===== src/game_pkg.sv =====
package game_pkg;

	// ##################################################################
	// Matrix geometry and timing
	// ##################################################################
	localparam int ROWS = 8;
	localparam int PRESCALER_W = 23;
	localparam int SPI_HALF = 4;
	localparam int WORD_BITS = 16;
	// Words sent once after reset, before the digit scan
	localparam int INIT_WORDS = 5;

	// Bit 7 is the leftmost LED of a row
	typedef logic [ROWS-1:0] row_t;
	// Index 0 is the bottom row where the player lives
	typedef row_t [ROWS-1:0] frame_t;

	typedef enum logic [1:0] {
		GAME_IDLE = 2'd0,
		GAME_PLAY = 2'd1,
		GAME_LOST = 2'd2
	} game_state_t;

	// MAX7219 register addresses
	typedef enum logic [3:0] {
		MAX_NOOP      = 4'h0,
		MAX_DIGIT0    = 4'h1,
		MAX_DIGIT1    = 4'h2,
		MAX_DIGIT2    = 4'h3,
		MAX_DIGIT3    = 4'h4,
		MAX_DIGIT4    = 4'h5,
		MAX_DIGIT5    = 4'h6,
		MAX_DIGIT6    = 4'h7,
		MAX_DIGIT7    = 4'h8,
		MAX_DECODE    = 4'h9,
		MAX_INTENSITY = 4'hA,
		MAX_SCANLIMIT = 4'hB,
		MAX_SHUTDOWN  = 4'hC,
		MAX_TEST      = 4'hF
	} max_reg_t;

	localparam logic [PRESCALER_W-1:0] FALL_PERIOD_DEFAULT = 23'd4_000_000;
	localparam logic [3:0] INTENSITY = 4'hA;

	localparam row_t WAVE_PATTERN = 8'b11100111;
	localparam row_t PLAYER_START = 8'b00010000;

	// ##################################################################
	// Fixed pictures, top row first
	// ##################################################################
	localparam frame_t START_IMAGE = {
		8'b01100110, 8'b10011001, 8'b10011001, 8'b01100110,
		8'b10000001, 8'b10100101, 8'b00011000, 8'b01111110
	};

	localparam frame_t LOSE_IMAGE = {
		8'b10011001, 8'b01100110, 8'b01100110, 8'b10011001,
		8'b00000000, 8'b00111100, 8'b01000010, 8'b01000010
	};

endpackage


===== src/game_control.sv =====
`timescale 1ns/1ps

module game_control (
	input  logic                  clock_50,
	input  logic                  rst_n,
	input  logic                  start,
	input  game_pkg::row_t        player,
	input  game_pkg::frame_t      field,
	output game_pkg::game_state_t state,
	output logic                  restart,
	output game_pkg::frame_t      frame,
	output logic                  lost
);
	import game_pkg::*;

	game_state_t state_next;
	logic        hit;
	frame_t      play_frame;

	// Wave reaching the player's row on top of the dot
	assign hit = |(field[0] & player);

	// ##################################################################
	// Game FSM
	// ##################################################################
	always_comb begin
		state_next = state;
		unique case (state)
			GAME_IDLE, GAME_LOST: begin
				if (start) begin
					state_next = GAME_PLAY;
				end
			end
			GAME_PLAY: begin
				// Field and player still hold old values during restart
				if (hit && !restart) begin
					state_next = GAME_LOST;
				end
			end
			default: state_next = GAME_IDLE;
		endcase
	end

	always_ff @(posedge clock_50) begin
		if (!rst_n) begin
			state   <= GAME_IDLE;
			restart <= 1'b0;
		end else begin
			state   <= state_next;
			restart <= (state != GAME_PLAY) && (state_next == GAME_PLAY);
		end
	end

	assign lost = (state == GAME_LOST);

	// ##################################################################
	// Picture on the matrix
	// ##################################################################
	assign play_frame = field | frame_t'(player);

	always_comb begin
		unique case (state)
			GAME_PLAY: frame = play_frame;
			GAME_LOST: frame = LOSE_IMAGE;
			default:   frame = START_IMAGE;
		endcase
	end

	restart_in_play: assert property (
		@(posedge clock_50) disable iff (!rst_n)
		restart |-> (state == GAME_PLAY)
	);

endmodule


===== src/game_top.sv =====
`timescale 1ns/1ps

module game_top #(
	parameter logic [game_pkg::PRESCALER_W-1:0] fall_period = game_pkg::FALL_PERIOD_DEFAULT
) (
	input  logic clock_50,
	input  logic rst_n,
	input  logic start,
	input  logic left,
	input  logic right,
	output logic max7219_din,
	output logic max7219_ncs,
	output logic max7219_clk,
	output logic lost
);
	import game_pkg::*;

	game_state_t state;
	logic        restart;
	row_t        player;
	frame_t      field;
	frame_t      frame;

	// ##################################################################
	// Game logic
	// ##################################################################
	player_row u_player_row (
		.clock_50 (clock_50),
		.rst_n    (rst_n),
		.state    (state),
		.restart  (restart),
		.left     (left),
		.right    (right),
		.player   (player)
	);

	obstacle_field #(
		.fall_period(fall_period)
	) u_obstacle_field (
		.clock_50 (clock_50),
		.rst_n    (rst_n),
		.state    (state),
		.restart  (restart),
		.field    (field)
	);

	game_control u_game_control (
		.clock_50 (clock_50),
		.rst_n    (rst_n),
		.start    (start),
		.player   (player),
		.field    (field),
		.state    (state),
		.restart  (restart),
		.frame    (frame),
		.lost     (lost)
	);

	// ##################################################################
	// LED matrix
	// ##################################################################
	max7219_driver u_max7219_driver (
		.clock_50    (clock_50),
		.rst_n       (rst_n),
		.frame       (frame),
		.max7219_din (max7219_din),
		.max7219_ncs (max7219_ncs),
		.max7219_clk (max7219_clk)
	);

endmodule


===== src/max7219_driver.sv =====
`timescale 1ns/1ps

module max7219_driver (
	input  logic             clock_50,
	input  logic             rst_n,
	input  game_pkg::frame_t frame,
	output logic             max7219_din,
	output logic             max7219_ncs,
	output logic             max7219_clk
);
	import game_pkg::*;

	// One serial period per slot, slots 0 to 15 carry bits, the last is the gap
	logic [3:0]  period_cnt;
	logic [4:0]  slot;
	logic [3:0]  word_idx;
	logic [15:0] shift;
	logic        half_end;
	logic        period_end;
	logic [2:0]  digit;
	max_reg_t    word_addr;
	logic [7:0]  word_data;
	row_t        column;

	assign half_end   = (period_cnt == 4'(SPI_HALF - 1));
	assign period_end = (period_cnt == 4'(2 * SPI_HALF - 1));

	// ##################################################################
	// Word contents
	// ##################################################################
	assign digit = 3'(word_idx - 4'(INIT_WORDS));

	// Column k of the picture, bit r from row r
	always_comb begin
		for (int r = 0; r < ROWS; r++) begin
			column[r] = frame[r][ROWS - 1 - digit];
		end
	end

	always_comb begin
		unique case (word_idx)
			4'd0: begin
				word_addr = MAX_TEST;
				word_data = 8'h00;
			end
			4'd1: begin
				word_addr = MAX_DECODE;
				word_data = 8'h00;
			end
			4'd2: begin
				word_addr = MAX_SCANLIMIT;
				word_data = 8'h07;
			end
			4'd3: begin
				word_addr = MAX_INTENSITY;
				word_data = {4'h0, INTENSITY};
			end
			4'd4: begin
				word_addr = MAX_SHUTDOWN;
				word_data = 8'h01;
			end
			default: begin
				word_addr = max_reg_t'(MAX_DIGIT0 + {1'b0, digit});
				word_data = column;
			end
		endcase
	end

	// ##################################################################
	// Serial clock, chip select and shifter
	// ##################################################################
	always_ff @(posedge clock_50) begin
		if (!rst_n) begin
			period_cnt  <= '0;
			slot        <= 5'(WORD_BITS);
			word_idx    <= '0;
			max7219_ncs <= 1'b1;
			max7219_clk <= 1'b0;
		end else begin
			period_cnt <= period_end ? '0 : period_cnt + 1'b1;
			// Rising edge mid-slot, only inside a word
			if (half_end && !max7219_ncs) begin
				max7219_clk <= 1'b1;
			end
			if (period_end) begin
				max7219_clk <= 1'b0;
				if (slot == 5'(WORD_BITS)) begin
					slot        <= '0;
					max7219_ncs <= 1'b0;
				end else if (slot == 5'(WORD_BITS - 1)) begin
					slot        <= 5'(WORD_BITS);
					max7219_ncs <= 1'b1;
					// Init words once, then digits forever
					if (word_idx == 4'(INIT_WORDS + ROWS - 1)) begin
						word_idx <= 4'(INIT_WORDS);
					end else begin
						word_idx <= word_idx + 1'b1;
					end
				end else begin
					slot <= slot + 1'b1;
				end
			end
		end
	end

	// Loaded at the end of the gap, shifted on each falling edge
	always_ff @(posedge clock_50) begin
		if (period_end) begin
			if (slot == 5'(WORD_BITS)) begin
				shift <= {4'h0, word_addr, word_data};
			end else begin
				shift <= {shift[14:0], 1'b0};
			end
		end
	end

	assign max7219_din = !max7219_ncs && shift[15];

	ncs_holds_clk_low: assert property (
		@(posedge clock_50) disable iff (!rst_n)
		max7219_ncs |-> !max7219_clk
	);

endmodule


===== src/obstacle_field.sv =====
`timescale 1ns/1ps

module obstacle_field #(
	parameter logic [game_pkg::PRESCALER_W-1:0] fall_period = game_pkg::FALL_PERIOD_DEFAULT
) (
	input  logic                  clock_50,
	input  logic                  rst_n,
	input  game_pkg::game_state_t state,
	input  logic                  restart,
	output game_pkg::frame_t      field
);
	import game_pkg::*;

	logic [PRESCALER_W-1:0] prescaler;
	logic                   fall_tick;
	frame_t                 shifted;
	frame_t                 wave_top;

	// ##################################################################
	// Fall prescaler
	// ##################################################################
	assign fall_tick = (state == GAME_PLAY) && (prescaler == fall_period - 1'b1);

	always_ff @(posedge clock_50) begin
		if (!rst_n) begin
			prescaler <= '0;
		end else if (restart) begin
			prescaler <= '0;
		end else if (state == GAME_PLAY) begin
			if (fall_tick) begin
				prescaler <= '0;
			end else begin
				prescaler <= prescaler + 1'b1;
			end
		end
	end

	// ##################################################################
	// Falling rows
	// ##################################################################

	// Everything one row down, bottom row drops out
	assign shifted = field >> ROWS;

	// Wave alone in the top row
	assign wave_top = frame_t'(WAVE_PATTERN) << (ROWS * (ROWS - 1));

	always_ff @(posedge clock_50) begin
		if (!rst_n) begin
			field <= '0;
		end else if (restart) begin
			field <= wave_top;
		end else if (fall_tick) begin
			// Empty field gets a fresh wave so play never stalls
			if (shifted == '0) begin
				field <= wave_top;
			end else begin
				field <= shifted;
			end
		end
	end

	// Once play has settled there is always something falling
	field_not_empty: assert property (
		@(posedge clock_50) disable iff (!rst_n)
		(state == GAME_PLAY && !restart) |-> (field != '0)
	);

	// Field holds still outside of play
	field_frozen: assert property (
		@(posedge clock_50) disable iff (!rst_n)
		(state != GAME_PLAY && $past(state) != GAME_PLAY) |-> $stable(field)
	);

endmodule


===== src/player_row.sv =====
`timescale 1ns/1ps

module player_row (
	input  logic                  clock_50,
	input  logic                  rst_n,
	input  game_pkg::game_state_t state,
	input  logic                  restart,
	input  logic                  left,
	input  logic                  right,
	output game_pkg::row_t        player
);
	import game_pkg::*;

	row_t rot_left;
	row_t rot_right;

	// One step with wrap-around, bit 7 is the left edge
	assign rot_left  = {player[ROWS-2:0], player[ROWS-1]};
	assign rot_right = {player[0], player[ROWS-1:1]};

	always_ff @(posedge clock_50) begin
		if (!rst_n) begin
			player <= PLAYER_START;
		end else if (restart) begin
			player <= PLAYER_START;
		end else if (state == GAME_PLAY) begin
			// Left wins if both strobes coincide
			if (left) begin
				player <= rot_left;
			end else if (right) begin
				player <= rot_right;
			end
		end
	end

	// ##################################################################
	// Checks
	// ##################################################################

	// Dot never splits or vanishes across any sequence of moves
	player_onehot: assert property (
		@(posedge clock_50) disable iff (!rst_n)
		$onehot(player)
	);

endmodule


===== config.mk =====
export PLATFORM = sky130hd
export DESIGN_NAME = game_top
export DESIGN_NICKNAME = d
export VERILOG_FILES = /design/src/game_pkg.sv /design/src/game_control.sv /design/src/game_top.sv /design/src/max7219_driver.sv /design/src/obstacle_field.sv /design/src/player_row.sv
export SDC_FILE = /design/constraint.sdc
export NUM_CORES = 1
export LEC_CHECK = 0
export ABC_AREA = 1
export BUFFER_PORTS_ARGS = -buffer_cell sky130_fd_sc_hd__buf_2
export CAP_MARGIN = 5
export CORE_ASPECT_RATIO = 0.6
export CORE_MARGIN = 2
export CORE_UTILIZATION = 35
export CTS_CLUSTER_DIAMETER = 80
export DETAILED_ROUTE_END_ITERATION = 8
export SYNTH_ARGS = -nofsm -noshare
export SYNTH_HDL_FRONTEND = slang
export SYNTH_HIERARCHICAL = 1
export SYNTH_SLANG_ARGS = --single-unit

===== constraint.sdc =====
create_clock -name clock_50 -period 4.9 [get_ports clock_50]
set_input_delay 0.98 -clock clock_50 [delete_from_list [all_inputs] [get_ports clock_50]]
set_output_delay 0.98 -clock clock_50 [all_outputs]
set_load 0.01 [all_outputs]

-- Yosys cells after proc, flatten, opt, wreduce, memory -nomap -nowiden
Cells that the tools add are included.
- mux-type cells: 34
- reductions and logical operators: 21
- add/subtract/negate cells: 7
- bitwise logic cells: 4
- order comparisons: 1
- equal/unequal tests: 14
- operators with widths (cell ; count):
    64-bit 2-to-1 mux ; 3
    64-bit case mux with 2 select lines ; 1
    64-bit zero test ; 1
    64-bit by 8-bit bitwise OR with 64-bit output ; 1
    32-bit by 4-bit < comparator with 1-bit output (second input constant) ; 1
    8-bit case mux with 4 select lines ; 1
    1-bit binary-select mux with 3-bit select ; 8
    23-bit by 1-bit adder with 23-bit output (second input constant) ; 1
    23-bit by 22-bit equality test with 1-bit output (second input constant) ; 1
    23-bit 2-to-1 mux ; 1
    4-bit case mux with 5 select lines ; 1
    8-bit 2-to-1 mux ; 2
    4-bit by 2-bit equality test with 1-bit output (second input constant) ; 3
    12-bit 2-to-1 mux ; 1
    1-bit 2-to-1 mux ; 10
    5-bit 2-to-1 mux ; 2
    4-bit by 1-bit adder with 4-bit output (second input constant) ; 2
    8-bit bitwise AND ; 1
    4-bit by 3-bit equality test with 1-bit output (second input constant) ; 2
    2-bit OR reduction ; 4
    8-bit OR reduction ; 1
    2-bit nonzero test ; 3
    5-bit by 1-bit adder with 5-bit output (second input constant) ; 1
    5-bit by 4-bit equality test with 1-bit output (second input constant) ; 1
    19 further kinds ; 28
- bits of input ports: 5
- output and inout port bits: 4
- bits in registers: 129
- word-level logic and storage cells: 102

-- Longest topological paths before layout
- depth after elaboration: 7
- gate-level depth with buffers: 14
- mapped depth without buffers: 11

-- By module
Netlist, hierarchy kept.
- by module, submodules not included (module ; area an instance (µm²) ; times used ; cells an instance ; sequential area each (µm²)):
    max7219_driver ; 2225.9 ; 1 ; 338 ; 780.7
    obstacle_field ; 2000.7 ; 1 ; 292 ; 620.6
    game_control ; 870.8 ; 1 ; 190 ; 60.1
    player_row ; 452.9 ; 1 ; 76 ; 160.2

-- Worst setup path before layout
Ideal clock, no wire load.
- path type: register to register
- start point: register u_game_control.state[1]
- end point: register u_max7219_driver.shift[7], data pin
- arrival: 1.806 ns
- stages on the path, launching flop included: 15
- buffers on the path: 3
- slack: 2.841 ns
- clock period less this slack: 2.059 ns
- data required time: 4.647 ns
- setup time: 0.253 ns
- cell sequence: dfxtp_1 > inv_1 > ha_1 > buf_6 > or2_1 > buf_6 > nand2_4 > buf_6 > nor2_1 > nor2_1 > nor2_1 > o21ai_1 > o211ai_1 > nand3_1 > nand2_1
- RTL lines (element ; RTL line ; RTL):
    from (decl) ; game_control.sv:9 ; output game_pkg::game_state_t state,
    from (signal assigned) ; game_control.sv:49 ; state <= state_next;
    to (signal assigned) ; max7219_driver.sv:110 ; shift <= {4'h0, word_addr, word_data};
    to (signal assigned) ; max7219_driver.sv:112 ; shift <= {shift[14:0], 1'b0};
    to (decl) ; max7219_driver.sv:17 ; logic [15:0] shift;

==> metrics.md <==
| Metric | Value |
|---|---|
| Status | complete, no violations |
| Layout cells sized above 1 | 7.042% |
| Final hold violations | 0 |
| Arrival @ worst endpoint | 3.35 ns |
| CP max stage cell | or2_1 |
| Psw | 424.7 µW |
| Largest delay share family, worst path | simple AND/OR/NAND/NOR gates |
| Clock share of power | 45.0% |
| Port bufs | 8 |
| Clk sinks | 73 |
| Wire per inst | 11.34 µm |
| Clock tree buffer depth | 2 |
| Via count | 4765 |
| Clock Skews | 0.008536 ns |
| Slew @ Worst Pin | 1.006 ns |
| Final WL | 11.96 mm |
| WP buf/inv | 1 |
| Die Ht | 101.5 µm |
| Core area | 0.01541 mm² |
| Setup bufs post-CTS | 0 |
| CTS Hold Bufs | 0 |
| Register Area | 0.001622 mm² |
| Cts bufs inserted | 9 |
| Root Buffer Master | clkbuf_16 |
| Final max-slew violation count | 0 |
| Drt first-iter violations | 479 |
| # H-tree levels | 3 |
| Number of fill cells | 1661 |
| Area share of the largest cell type after synthesis | 20.56% |
| Row cnt | 35 |
| Area leader, netlist | dfxtp_1 |
| Placed Cells incl. Taps | 1040 |
| Leakage power figure | 2.502 nW |
| Yosys reg bits | 73 |
| Setup total negative slack | 0 ns |
| Yosys warns | 6 |
| Final worst setup slack | 1.737 ns |
| ANT nets after route | 0 |
| Initial Util | 36.01% |
| DRC | 0 |
| P_int | 1.117 mW |
| Count leader, synth | nand2_1 |
| Commonest cells in the netlist | nand2_1 (271), nor2_1 (153), inv_1 (103), nand3_1 (69), buf_4 (58) |
| Area of the multi-input gates | 0.002960 mm² |
| Vias in the first global route | 4057 |
| Grt ovf | 0 |
| DIE WIDTH | 166.6 µm |
| Startpoint types | flip-flop |
| Tcrit/Tclk final | 64.56% |
| Largest net degree at the start of global routing | 46 |
| Post_cts resized | 0 |
| Area grow syn2layout | 1.262% |
| Top_reg_cell synth | dfxtp_1 |
| Critical Path RT | 5.08 ns |
| Max-slew headroom at the worst pin | 32.87% |
| # setup viols final | 0 |
| Synth async-reset ratio | 0% |
| Post-Place Setup Slack | 1.746 ns |
| Syn Area/Cell | 6.195 µm² |
| CP peak stage delay | 0.84 ns |
| GRT Total Usage | 14.99% |
| CP most frequent cell | nand3_1 |
| Critical Path Fanout Max | 27 |
| Logic pwr share | 13.2% |
| Setup CP Type | flip-flop to flip-flop |
| Final GP Congestion | 0.8301 |
| Global-route wire length before repair | 20.63 mm |
| Top post-synthesis cells by area | dfxtp_1 (21%), nand2_1 (18%), nor2_1 (10%), edfxtp_1 (8.7%), buf_4 (7.8%) |
| Router iterations before antenna repair | 7 |
| Initial antenna violation count | 0 |
| Via density | 4.517 |
| VDD IR max | 149.9 µV |
| Fin cells | 1055 |
| Ports | 9 |
| Crit end category | flip-flop |
| HP Class | flip-flop to flip-flop |
| Seq/Total Area, Yosys | 29.22% |
| Die area | 0.01691 mm² |
| Sequential Power Share | 41.9% |
| Nets@finish | 866 |
| CTS tree | built |
| Netlist cell types | 43 |
| Max Fclk | 316.1 MHz |
| Worst-skew pair later-pin latency | 0.34 ns |
| Max cap viols | 0 |
| Cells after synthesis | 896 |
| Crit path time final | 3.163 ns |
| Number of flops mapped to enable cells by yosys | 16 |
| Pwr per Cell Area | 274.3 mW/mm² |
| Clock-pin slew on the worst setup and hold paths | 0.06 ns |
| Antenna Cells | 0 |
| Sw frac | 27.55% |
| Mapped Area | 0.005550 mm² |
| Dpl hpwl | 8.146 mm |
| Worst path cell trace | ha_1 -> or2_1 -> nand2_4 -> nor2_1 -> inv_1 -> nand2_1 -> nand3_1 -> nand3_1 -> nand3_1 -> a21oi_1 |
| RSZ-0062 raised after global routing | no |
==> sequential cells by signal, indices dropped and copies added (netlist names) <==
| signal | flops |
|---|---|
| u_obstacle_field/prescaler | 23 |
| u_max7219_driver/shift | 16 |
| u_game_control/restart | 1 |
| u_game_control/state | 2 |
| u_max7219_driver/max7219_ncs | 1 |
| u_max7219_driver/word_idx | 4 |
| u_max7219_driver/max7219_clk | 1 |
| u_obstacle_field/field | 8 |
| u_max7219_driver/period_cnt | 4 |
| u_max7219_driver/slot | 5 |
| u_player_row/player | 8 |
==> per-stage QoR <==
step                      power (mW)  util (%)  hold slack [ns]  instance area (µm²)
after floorplan               0.8485         -           0.4176                 5607
after global placement        0.8612     34.47           0.4321                 5314
after detailed placement      0.8601     34.47           0.4380                 5314
after CTS                      1.559     36.46           0.4519                 5620
after global routing           1.620     36.46           0.4683                 5620
final                          1.542     36.46           0.4508                 5620
==> final timing paths <==
check	cells past startpoint	to	slack [ns]	from
max	10	u_max7219_driver/shift[2]	1.74	u_game_control/state[1]
min	1	u_max7219_driver/period_cnt[0]	0.45	u_max7219_driver/period_cnt[0]
max reg2reg	10	u_max7219_driver/shift[2]	1.74	u_game_control/state[1]
min reg2reg	1	u_max7219_driver/period_cnt[0]	0.45	u_max7219_driver/period_cnt[0]
==> metal layers <==
layer	vias up	global-route usage (%)	share of wire, %
li1	2592	-	-
met1	2042	24.65	58
met2	118	18.40	35
met3	13	3.400	5.7
met4	0	4.310	1.5
met5	-	0	0
==> power groups by stage <==
stage / Sequential, mW / Combinational, mW / Clock, mW
final: 0.646 / 0.203 / 0.693
after global routing: 0.648 / 0.239 / 0.732
after CTS: 0.646 / 0.202 / 0.711
after detailed placement: 0.659 / 0.201 / 0
after global placement: 0.659 / 0.202 / 0
after floorplan: 0.653 / 0.196 / 0
==> layout make-up <==
| type | count | share of cell area (%) |
|---|---|---|
| repair buffers | 11 | 1.113 |
| clock inverters | 4 | 0.9127 |
| multi-input cells | 645 | 52.67 |
| flip-flops and latches | 73 | 28.85 |
| inverters | 108 | 7.391 |
| clock buffers | 11 | 4.541 |
| well taps | 203 | 4.519 |
==> kinds of logic (layout without fill, tap and decap cells) <==
group           Yosys count  count (layout)  synth area share, %
compound gates           66              66                6.380
xor+xnor                 15              15                2.638
fa+ha+maj                13              13                2.931
buf+inv                 193             134                18.46
flops                    73              73                29.22
other cells               1              16              0.06756
simple gates            535             535                40.31
==> worst register-to-register path, cell delays in order, from the launching register on <==
cell	delay, ns
dfxtp_1	0.44
ha_1	0.70
or2_1	0.84
nand2_4	0.31
nor2_1	0.17
inv_1	0.05
nand2_1	0.06
nand3_1	0.07
nand3_1	0.08
nand3_1	0.11
a21oi_1	0.16
==> cell usage in the layout, fill, tap and decap left out, types with 10 or more instances in the layout <==
cell type,n
dfxtp_1,57
a21oi_1,21
nand2_1,271
nand3_1,69
o21ai_0,32
inv_1,103
ha_1,13
nor3_1,10
nor2_1,153
conb_1,16
edfxtp_1,16
clkbuf_16,10
xor2_1,10
No activity file was read; power rests on OpenSTA's default activity.
